==> src/common/lu_num_pkg.sv <==
package lu_num_pkg;

  localparam int PART_W = 16;
  localparam int FRAC_BITS = 12; // q3.12

  // one real or imaginary part
  typedef logic signed [PART_W-1:0] part_t;

  // {im, re}
  typedef logic [2*PART_W-1:0] cplx_t;

  localparam cplx_t CPLX_ONE = {{PART_W{1'b0}}, part_t'(1 << FRAC_BITS)};

endpackage
==> src/common/lu_ctrl_pkg.sv <==
package lu_ctrl_pkg;

  localparam int MAT_N = 4;

  typedef logic [$clog2(MAT_N)-1:0] row_addr_t;

  // element 0 in the low bits
  typedef lu_num_pkg::cplx_t [MAT_N-1:0] row_t;

  // credits on the result stream
  localparam int RES_CREDITS = 2;
  typedef logic [1:0] credit_t;

  typedef enum logic [2:0] {
    IDLE,
    PIVOT, // row read and reciprocal
    ELIM,
    DRAIN, // wait for last write-back
    EMIT
  } lu_state_t;

endpackage

==> src/row_store.sv <==
module row_store (
  input  logic                   clk_i,
  input  logic                   rst_ni,

  // host side
  input  logic                   load_valid_i,
  input  lu_ctrl_pkg::row_addr_t load_addr_i,
  input  lu_ctrl_pkg::row_t      load_row_i,

  // engine side
  input  logic                   rd_en_i,
  input  lu_ctrl_pkg::row_addr_t rd_addr_i,
  output lu_ctrl_pkg::row_t      rd_row_o,

  input  logic                   wr_en_i,
  input  lu_ctrl_pkg::row_addr_t wr_addr_i,
  input  lu_ctrl_pkg::row_t      wr_row_i
);

  lu_ctrl_pkg::row_t mem_q [lu_ctrl_pkg::MAT_N];

  always_ff @(posedge clk_i) begin
    if (load_valid_i) mem_q[load_addr_i] <= load_row_i;
    if (wr_en_i) mem_q[wr_addr_i] <= wr_row_i;
  end

  // registered read, sees writes from earlier cycles only
  always_ff @(posedge clk_i) begin
    if (rd_en_i) begin
      rd_row_o <= mem_q[rd_addr_i];
    end
  end

  a_one_writer : assert property (@(posedge clk_i) disable iff (!rst_ni)
    !(load_valid_i && wr_en_i));

endmodule

==> config.mk <==
export PLATFORM = sky130hd
export DESIGN_NAME = row_store
export DESIGN_NICKNAME = d
export VERILOG_FILES = /design/src/common/lu_num_pkg.sv /design/src/common/lu_ctrl_pkg.sv /design/src/row_store.sv
export SDC_FILE = /design/constraint.sdc
export NUM_CORES = 1
export LEC_CHECK = 0
export BUFFER_PORTS_ARGS = -buffer_cell sky130_fd_sc_hd__buf_2
export CELL_PAD_IN_SITES_DETAIL_PLACEMENT = 1
export CELL_PAD_IN_SITES_GLOBAL_PLACEMENT = 2
export CORE_ASPECT_RATIO = 1.4
export CORE_MARGIN = 2
export CORE_UTILIZATION = 40
export DETAILED_ROUTE_END_ITERATION = 12
export PLACE_DENSITY_LB_ADDON = 0.2
export RECOVER_POWER = 25
export REMOVE_ABC_BUFFERS = 1
export SYNTH_ARGS = -nofsm -noshare
export SYNTH_HDL_FRONTEND = slang
export SYNTH_SLANG_ARGS = --single-unit
==> constraint.sdc <==
create_clock -name clk_i -period 13.4 [get_ports clk_i]
set_input_delay 0.67 -clock clk_i [delete_from_list [all_inputs] [get_ports clk_i]]
set_output_delay 0.67 -clock clk_i [all_outputs]
set_load 0.1 [all_outputs]
==> metrics.cfg, run 1 <==
[status]
outcome = finished, violations left
failed_checks = max-capacitance violations, max-slew violations

[critical_path]
crit_family = buffers and inverters
crit_arrival_ps = 6620
reg2regPathDepth = 1
reg2reg_setup_slack_ps = 12260
path_class = primary input to flip-flop
start_kind = primary input
path_cells = clkbuf_1 -> buf_4 -> mux4_2
slowest_delay_ps = 3990
critPathLaunch = rd_addr_i[0]
path_max_fanout = 59
reg2reg_to = rd_row_o[112]
cp.depth = 3
r2r_start = mem_q[1][112]
crit_slowest_cell = clkbuf_1
path_buf_inv = 2
cp-endpoint = rd_row_o[26]
crit_required_ps = 13750
worst_setup_path_end_kind = flip-flop

[floorplanning]
die_w_um = 230
num_rows = 115
ioPinCount = 395
initial_core_util_pct = 40.5
dieArea_mm2 = 0.0734
fp.dieH_um = 320
core-area_mm2 = 0.0704

[layout]
fillers = 6596
layout.nets = 2039
area.growth.synth_to_final_pct = 17.4
multiInputGateArea_mm2 = 0.00876
final_cell_area_mm2 = 0.0334
layout-drive-gt1-share_pct = 62.6
regArea_mm2 = 0.0192
layout.cells.non_filler = 2774
final_common_cell = edfxtp_1
mostFrequentLayoutCells = 640 x edfxtp_1, 512 x mux2_2, 389 x buf_2, 128 x mux4_2, 71 x clkbuf_16

[timing]
rsz0062_at_grt = no
hold_viol = 0
fin_worst_skew_ps = 17.7
setup_viol = 0
relSlewSlack_pct = -286
max_clock_freq_ghz = 0.159
period_needed_ps = 6270
max_slew.worst_pin.slew_ps = 5790
maxSlewViolCount = 305
period_share_pct = 46.8

[power_and_ir_drop]
ir_drop_mv = 0.103
leakagePower_nw = 11.6
cellPowerDensity_mw_per_mm2 = 151

[global_route]
gr-total-overflow = 0
grt_pass1_vias = 17100
grt_pass1_wl_um = 113000
grtUsageTotal_pct = 21.0
grt_max_degree = 130
antenna_found_initial = 34

[placed_design]
placed_area_mm2 = 0.0313
io_buffers = 393
hpwl_um = 42800
placed_cells = 2639
place.gp.congestion = 0.739

[drt]
drt-initial-drc-count = 845
vias_per_cell = 5.41
drc_errors = 0
antenna_left = 0
wl_per_cell_um = 27.4
finalWirelength_um = 76100
drtPass1Iterations = 5
num_vias = 15000

[clock_network]
cts_post_setup_buffers_inserted = 0
cts_tree = done
numCtsBuffers = 67
cts_num_sinks = 640
holdBufCountCts = 0
cts_max_level = 3
cts_root_buffer = clkbuf_16
cts_max_path_buffers = 3
ctsResizeCount = 0
cts.reportedPaths.clkPinSlew_ps = 60
clock_latency_ps = 610

[worst_hold_path]
min_from = wr_row_i[26]
hp-class = primary input to flip-flop

[synth]
synth_cells = 1376
syn_avg_cell_area_um2 = 20.7
synth_seq_cells = 640
synth_seq_area_share_pct = 67.5
synth_area_mm2 = 0.0285
yosys_warnings = 0
synth_cell_types = 15

[flow_run]
maxCapViolCount = 6

## power by group
group | internal [mW] | switching, mW | leakage (nW) | total, mW
Sequential | 2.43 | 0.0450 | 6.05 | 2.47
Clock | 1.06 | 0.775 | 1.03 | 1.84
Combinational | 0.234 | 0.502 | 4.57 | 0.737
## layout make-up
class                           count  share of cell area [%]
Tap cell                          936                    3.50
Antenna cell                       19                   0.142
Sequential cell                   640                    57.5
Multi-Input combinational cell    652                    26.2
Clock buffer                       91                    5.54
Timing Repair Buffer              411                    6.39
Clock inverter                     25                   0.737
## worst min path at each step
stage | to | slack, ps | cells past startpoint
finish | mem_q[2][26] | 390 | 2
global placement | rd_row_o[100] | 610 | 1
CTS | mem_q[2][28] | 340 | 2
global route | mem_q[2][25] | 370 | 2
detailed placement | rd_row_o[52] | 620 | 1
floorplan | rd_row_o[0] | 610 | 1
## per-stage QoR
stage	utilization [%]	setup TNS (ps)	hold WS (ps)	setup WS, ps	power, mW
detailed placement	44.5	0	620	9540	3.26
finish	47.5	0	391	7130	5.05
global placement	44.5	0	611	9510	3.24
global route	47.5	0	366	6160	5.23
floorplan	-	-386150	609	-3020	3.05
CTS	47.5	0	336	10190	5.11
## cell usage after synthesis
library cell | instances | area [µm²]
mux4_2 | 128 | 2880
mux2_2 | 512 | 5770
nand3b_1 | 3 | 22.5
or2_2 | 1 | 6.26
nand2_1 | 3 | 11.3
buf_1 | 10 | 37.5
clkbuf_1 | 1 | 3.75
nor3b_1 | 1 | 7.51
edfxtp_1 | 640 | 19200
buf_4 | 27 | 203
buf_6 | 10 | 113
o21ai_0 | 1 | 5.00
nor3b_2 | 1 | 12.5
buf_2 | 36 | 180
nand3_1 | 2 | 10.0
## cell families (layout without fill, tap and decap cells)
logic type             Yosys count  in the layout  share of synthesized area (%)
flip-flops                     640            640                           67.5
AO/OA/AOI/OAI                    1              1                         0.0176
other                            0             19                              0
buffers and inverters           84            527                           1.88
multiplexers                   640            640                           30.4
AND/OR/NAND/NOR                 11             11                          0.246
## sequential cells by signal, summed over array words and instances (netlist names)
register / flops
rd_row_o: 128
mem_q: 512
## routing by layer
layer | part of all wire [%] | vias to the layer above | routed length (µm) | track usage, %
met3 | 6.2 | 122 | 4690 | 5.29
met2 | 51 | 418 | 39100 | 36.6
met4 | 3.0 | 16 | 2290 | 8.14
li1 | - | 6533 | - | -
met5 | 0.11 | - | 84 | 0
met1 | 39 | 7928 | 30000 | 24.9
(Power assumes the default switching activity.)
==> run 2, diff against run 1 <==
==> constraint.sdc (replaced) <==
create_clock -name clk_i -period 6.35 [get_ports clk_i]
set_input_delay 0.3175 -clock clk_i [delete_from_list [all_inputs] [get_ports clk_i]]
set_output_delay 0.3175 -clock clk_i [all_outputs]
set_load 0.1 [all_outputs]
==> run 2 against run 1 <==
Net effect:
- the run still ends with max-capacitance violations, max-slew violations left
- non-clock buffer count increased by 77
- setup slack got worse by 4400 ps
- clock power increased by 110%
- hold slack got worse by 350 ps
- design area increased by 2.3%
- first-iteration DRC count decreased by 8.3%
- largest power group unchanged
- clock-buffer cell count decreased by 4
- clock skew increased by 1.4 ps
- core utilization increased by 1.1 points
- critical endpoint is now rd_row_o[94]
- largest cell class unchanged
==> metrics.cfg, run 2 (same netlist as run 1, synthesis figures left out) <==
[status]
outcome = finished, violations left
failed_checks = max-capacitance violations, max-slew violations

[layout]
largest_reg_flops = 512
mostFrequentLayoutCells = 640 x edfxtp_1, 512 x mux2_2, 389 x buf_2, 128 x mux4_2, 78 x dlygate4sd3_1
layout.nets = 2117
top_regs = mem_q (512), rd_row_o (128)
regArea_mm2 = 0.0192
layout.cells.non_filler = 2846
final_common_cell = edfxtp_1
area.growth.synth_to_final_pct = 20.1
largest_register = mem_q
layout-drive-gt1-share_pct = 60.1
fin_util_pct = 48.6
final_cell_area_mm2 = 0.0342
multiInputGateArea_mm2 = 0.00878
fillers = 6558

[timing]
tns_ps = 0
period_share_pct = 56.5
worst_slack_ps = 2760
hold_viol = 0
setup_viol = 0
maxSlewViolCount = 89
max_slew.worst_pin.slew_ps = 2910
rsz0062_at_grt = no
max_clock_freq_ghz = 0.279
period_needed_ps = 3590
fin_worst_skew_ps = 19.1
relSlewSlack_pct = -94.2

[critical_path]
reg2regPathDepth = 1
path_max_fanout = 65
crit_arrival_ps = 3940
crit_required_ps = 6700
slowest_delay_ps = 2000
worst_setup_path_end_kind = flip-flop
path_class = primary input to flip-flop
start_kind = primary input
path_cells = clkbuf_2 -> buf_4 -> mux4_2
crit_slowest_cell = clkbuf_2

[drt]
drc_errors = 0
drtPass1Iterations = 4
antenna_left = 0
drt-initial-drc-count = 775
wl_per_cell_um = 26.6
finalWirelength_um = 75600
num_vias = 15200
vias_per_cell = 5.34

[clock_network]
cts_tree = done
ctsResizeCount = 0
cts_post_setup_buffers_inserted = 0
clock_latency_ps = 620
cts.reportedPaths.clkPinSlew_ps = 60
numCtsBuffers = 68
cts_root_buffer = clkbuf_16
cts_max_level = 3
cts_max_path_buffers = 3
cts_num_sinks = 640

[placed_design]
place.gp.congestion = 0.735
hpwl_um = 41700
io_buffers = 393
dpl_worst_slack_ps = 2950
placed_cells = 2638
placed_area_mm2 = 0.0314

[floorplanning]
core-area_mm2 = 0.0704
initial_core_util_pct = 40.5
num_rows = 115
dieArea_mm2 = 0.0734
fp.dieH_um = 320
die_w_um = 230
ioPinCount = 395

[worst_hold_path]
whs_path_depth = 2
hp-class = primary input to flip-flop

[global_route]
grt_max_degree = 130
grt_pass1_vias = 17500
grtUsageTotal_pct = 20.7
antenna_found_initial = 26
gr-total-overflow = 0
grt_pass1_wl_um = 112000

[power_and_ir_drop]
cellPowerDensity_mw_per_mm2 = 310
ir_drop_mv = 0.210
leakagePower_nw = 12.0

[flow_run]
maxCapViolCount = 2

## run 2: changes by cell type in the layout (fill, tap and decap cells not counted), sizes merged
| cell | change |
|---|---|
| clkbuf | -6 |
| inv | +3 |
| bufinv | -2 |
| dlygate4sd3 | +78 |
| diode | -7 |
| clkinv | +5 |
| buf | +1 |
## run 2: cell type report
class,instances,share of cell area (%)
sequential,640,56.2
multi-input combinational,652,25.7
timing repair buffer,488,8.65
clock buffer,87,5.31
tap,936,3.42
clock inverter,31,0.706
antenna,12,0.0878
## run 2: timing repair
action	4_1_cts	5_1_grt
hold buffers	78	0
endpoints found under the hold margin	74	0
endpoints found under the setup margin	0	0
## run 2: worst paths after layout
check	to	startpoint	slack (ps)
setup / recovery	rd_row_o[94]	rd_addr_i[0]	2760
setup reg to reg	rd_row_o[106]	mem_q[3][106]	5200
hold / removal	mem_q[2][91]	wr_row_i[91]	40
hold reg to reg	rd_row_o[22]	mem_q[2][22]	620
## run 2: where the power goes
| part | total [mW] | switching, mW | internal [mW] |
|---|---|---|---|
| clock | 3.80 | 1.65 | 2.14 |
| combinational | 1.59 | 1.06 | 0.531 |
| sequential | 5.21 | 0.0947 | 5.12 |
## run 2: routing by layer
metal	GRT usage, %	vias up	wire length (µm)
met5	0	-	175
met4	7.43	26	1950
met3	4.99	127	4210
met2	37.0	379	39600
met1	24.2	7994	29600
li1	-	6677	-
## run 2: critical path, delay by kind of cell
kind / cells / cell delay [ps]
multiplexers: 1 / 590
buffers and inverters: 2 / 2900
## run 2: stage by stage
stage	hold WS, ps	power [mW]
final	43.7	10.6
after global routing	23.6	11.0
after CTS	0.0601	10.7
after detailed placement	618	6.87
after global placement	611	6.83
after floorplan	430	6.43
==> run 3, diff against run 2 <==
==> constraint.sdc (replaced) <==
create_clock -name clk_i -period 3.35 [get_ports clk_i]
set_input_delay 0.1675 -clock clk_i [delete_from_list [all_inputs] [get_ports clk_i]]
set_output_delay 0.1675 -clock clk_i [all_outputs]
set_load 0.1 [all_outputs]
==> run 3 against run 2 <==
Net effect:
- the flow still finishes with violations (max-capacitance violations, max-slew violations)
- non-clock buffer count rose by 321
- critical path depth up 2
- sequential power up 90%
- hold slack worse by 14 ps
- highest routed layer unchanged
==> metrics.cfg, run 3 (same netlist as run 1, synthesis figures left out) <==
[status]
outcome = finished, violations left
failed_checks = max-capacitance violations, max-slew violations

[timing]
holdWs_ps = 29.5
worst_slack_ps = 840
period_share_pct = 74.9
setup_viol = 0
relSlewSlack_pct = -82.6
max_slew.worst_pin.slew_ps = 2740
max_clock_freq_ghz = 0.398
fin_worst_skew_ps = 18.3
hold_viol = 0
maxSlewViolCount = 369
period_needed_ps = 2510
rsz0062_at_grt = no

[global_route]
gr-total-overflow = 0
antenna_found_initial = 5
grt_pass1_wl_um = 122000
grt_pass1_vias = 19300
grt_max_degree = 129
grtUsageTotal_pct = 22.2

[floorplanning]
num_rows = 115
die_w_um = 230
initial_core_util_pct = 40.5
core-area_mm2 = 0.0704
fp.dieH_um = 320
ioPinCount = 395
dieArea_mm2 = 0.0734

[clock_network]
clock_latency_ps = 600
cts_max_level = 3
cts_max_path_buffers = 3
cts.reportedPaths.clkPinSlew_ps = 60
numCtsBuffers = 67
ctsResizeCount = 0
cts_post_setup_buffers_inserted = 0
cts_num_sinks = 640
cts_tree = done
cts_root_buffer = clkbuf_16

[critical_path]
start_kind = primary input
path_class = primary input to flip-flop
worst_setup_path_end_kind = flip-flop
path_cells = clkbuf_1 -> nand3_4 -> clkbuf_4 -> mux2_2 -> dlygate4sd3_1
crit_slowest_cell = clkbuf_4
crit_required_ps = 3690
slowest_delay_ps = 1260
crit_arrival_ps = 2850
path_max_fanout = 88

[worst_hold_path]
hp-class = primary input to flip-flop

[placed_design]
io_buffers = 393
place.gp.congestion = 0.746
dpl_worst_slack_ps = 1230
hpwl_um = 44400

[drt]
vias_per_cell = 5.25
antenna_left = 0
finalWirelength_um = 80900
wl_per_cell_um = 25.6
num_vias = 16600
drc_errors = 0
drtPass1Iterations = 4
drt-initial-drc-count = 955

[layout]
fillers = 6563
top_regs = mem_q (512), rd_row_o (128)
largest_reg_flops = 512
mostFrequentLayoutCells = 640 x edfxtp_1, 512 x mux2_2, 388 x buf_2, 384 x dlygate4sd3_1, 128 x mux4_2
area.growth.synth_to_final_pct = 31.7
final_common_cell = edfxtp_1
largest_register = mem_q
layout.nets = 2437
fin_util_pct = 53.3
layout-drive-gt1-share_pct = 51.9

[power_and_ir_drop]
cellPowerDensity_mw_per_mm2 = 551
p_int_mw = 15.2
p_seq_share_pct = 47.9
ir_drop_mv = 0.486
p_sw_share_pct = 26.2
power_frac_clock_pct = 35.5
leakagePower_nw = 13.4
power_frac_comb_pct = 16.6
p_switching_mw = 5.41

[flow_run]
maxCapViolCount = 7

==> run 3: cell count changes in the layout (fill, tap and decap cells not counted), sizes merged, moves of 3 or more <==
cell	change
clkinv	-4
inv	-3
buf	+9
clkbuf	+9
diode	-8
dlygate4sd3	+306
==> run 3: final cells by class <==
cell class	count	area, µm²	area share (%)
sequential	640	19200	51.2
clock buffer	90	1850	4.93
tap	936	1170	3.12
antenna	4	10.0	0.0267
multi-input combinational	652	8750	23.3
clock inverter	25	239	0.637
timing repair buffer	809	6270	16.7
==> run 3: repair_timing <==
item	in CTS	in global routing
hold buffers	384	0
endpoints found under the setup margin	0	0
endpoints found under the hold margin	512	0
==> run 3: worst paths after layout <==
| check | startpoint | endpoint | slack (ps) | depth (start not counted) |
|---|---|---|---|---|
| worst min-delay path | rd_en_i | rd_row_o[105] | 30 | 1 |
| worst max register to register | mem_q[3][81] | rd_row_o[81] | 2220 | 1 |
| worst min register to register | mem_q[2][44] | rd_row_o[44] | 630 | 1 |
| worst max-delay path | wr_addr_i[0] | mem_q[3][74] | 840 | 5 |
==> run 3: critical path, delay by kind of cell <==
family / cells / cell delay [ps]
buffers and inverters: 3 / 1990
AND/OR/NAND/NOR: 1 / 140
multiplexers: 1 / 450
==> run 3: metrics by stage <==
stage / total power [mW] / cells / setup TNS [ps] / instance area [µm²]
floorplan: 12.2 / 1292 / -4281090 / 27900
global placement: 13.0 / 2653 / 0 / 31700
detailed placement: 13.1 / 2653 / 0 / 31700
CTS: 20.9 / 3152 / 0 / 37600
global route: 21.4 / 3155 / 0 / 37500
finish: 20.7 / 3156 / 0 / 37500
==> run 3: layer usage <==
metal / wire, µm / vias up / GRT usage, %
met5: 25 / - / 0
li1: - / 7306 / -
met1: 33200 / 8704 / 27.5
met2: 41800 / 430 / 39.1
met3: 3910 / 119 / 4.39
met4: 2010 / 4 / 6.96
==> run 3: power by group through the flow <==
stage               registers [mW]  clock network [mW]  logic (mW)
finish                        9.90                7.34        3.42
global route                  9.96                7.82        3.60
CTS                           9.89                7.52        3.45
detailed placement            10.1                   0        3.03
global placement              10.0                   0        2.98
floorplan                     11.1                   0        1.04
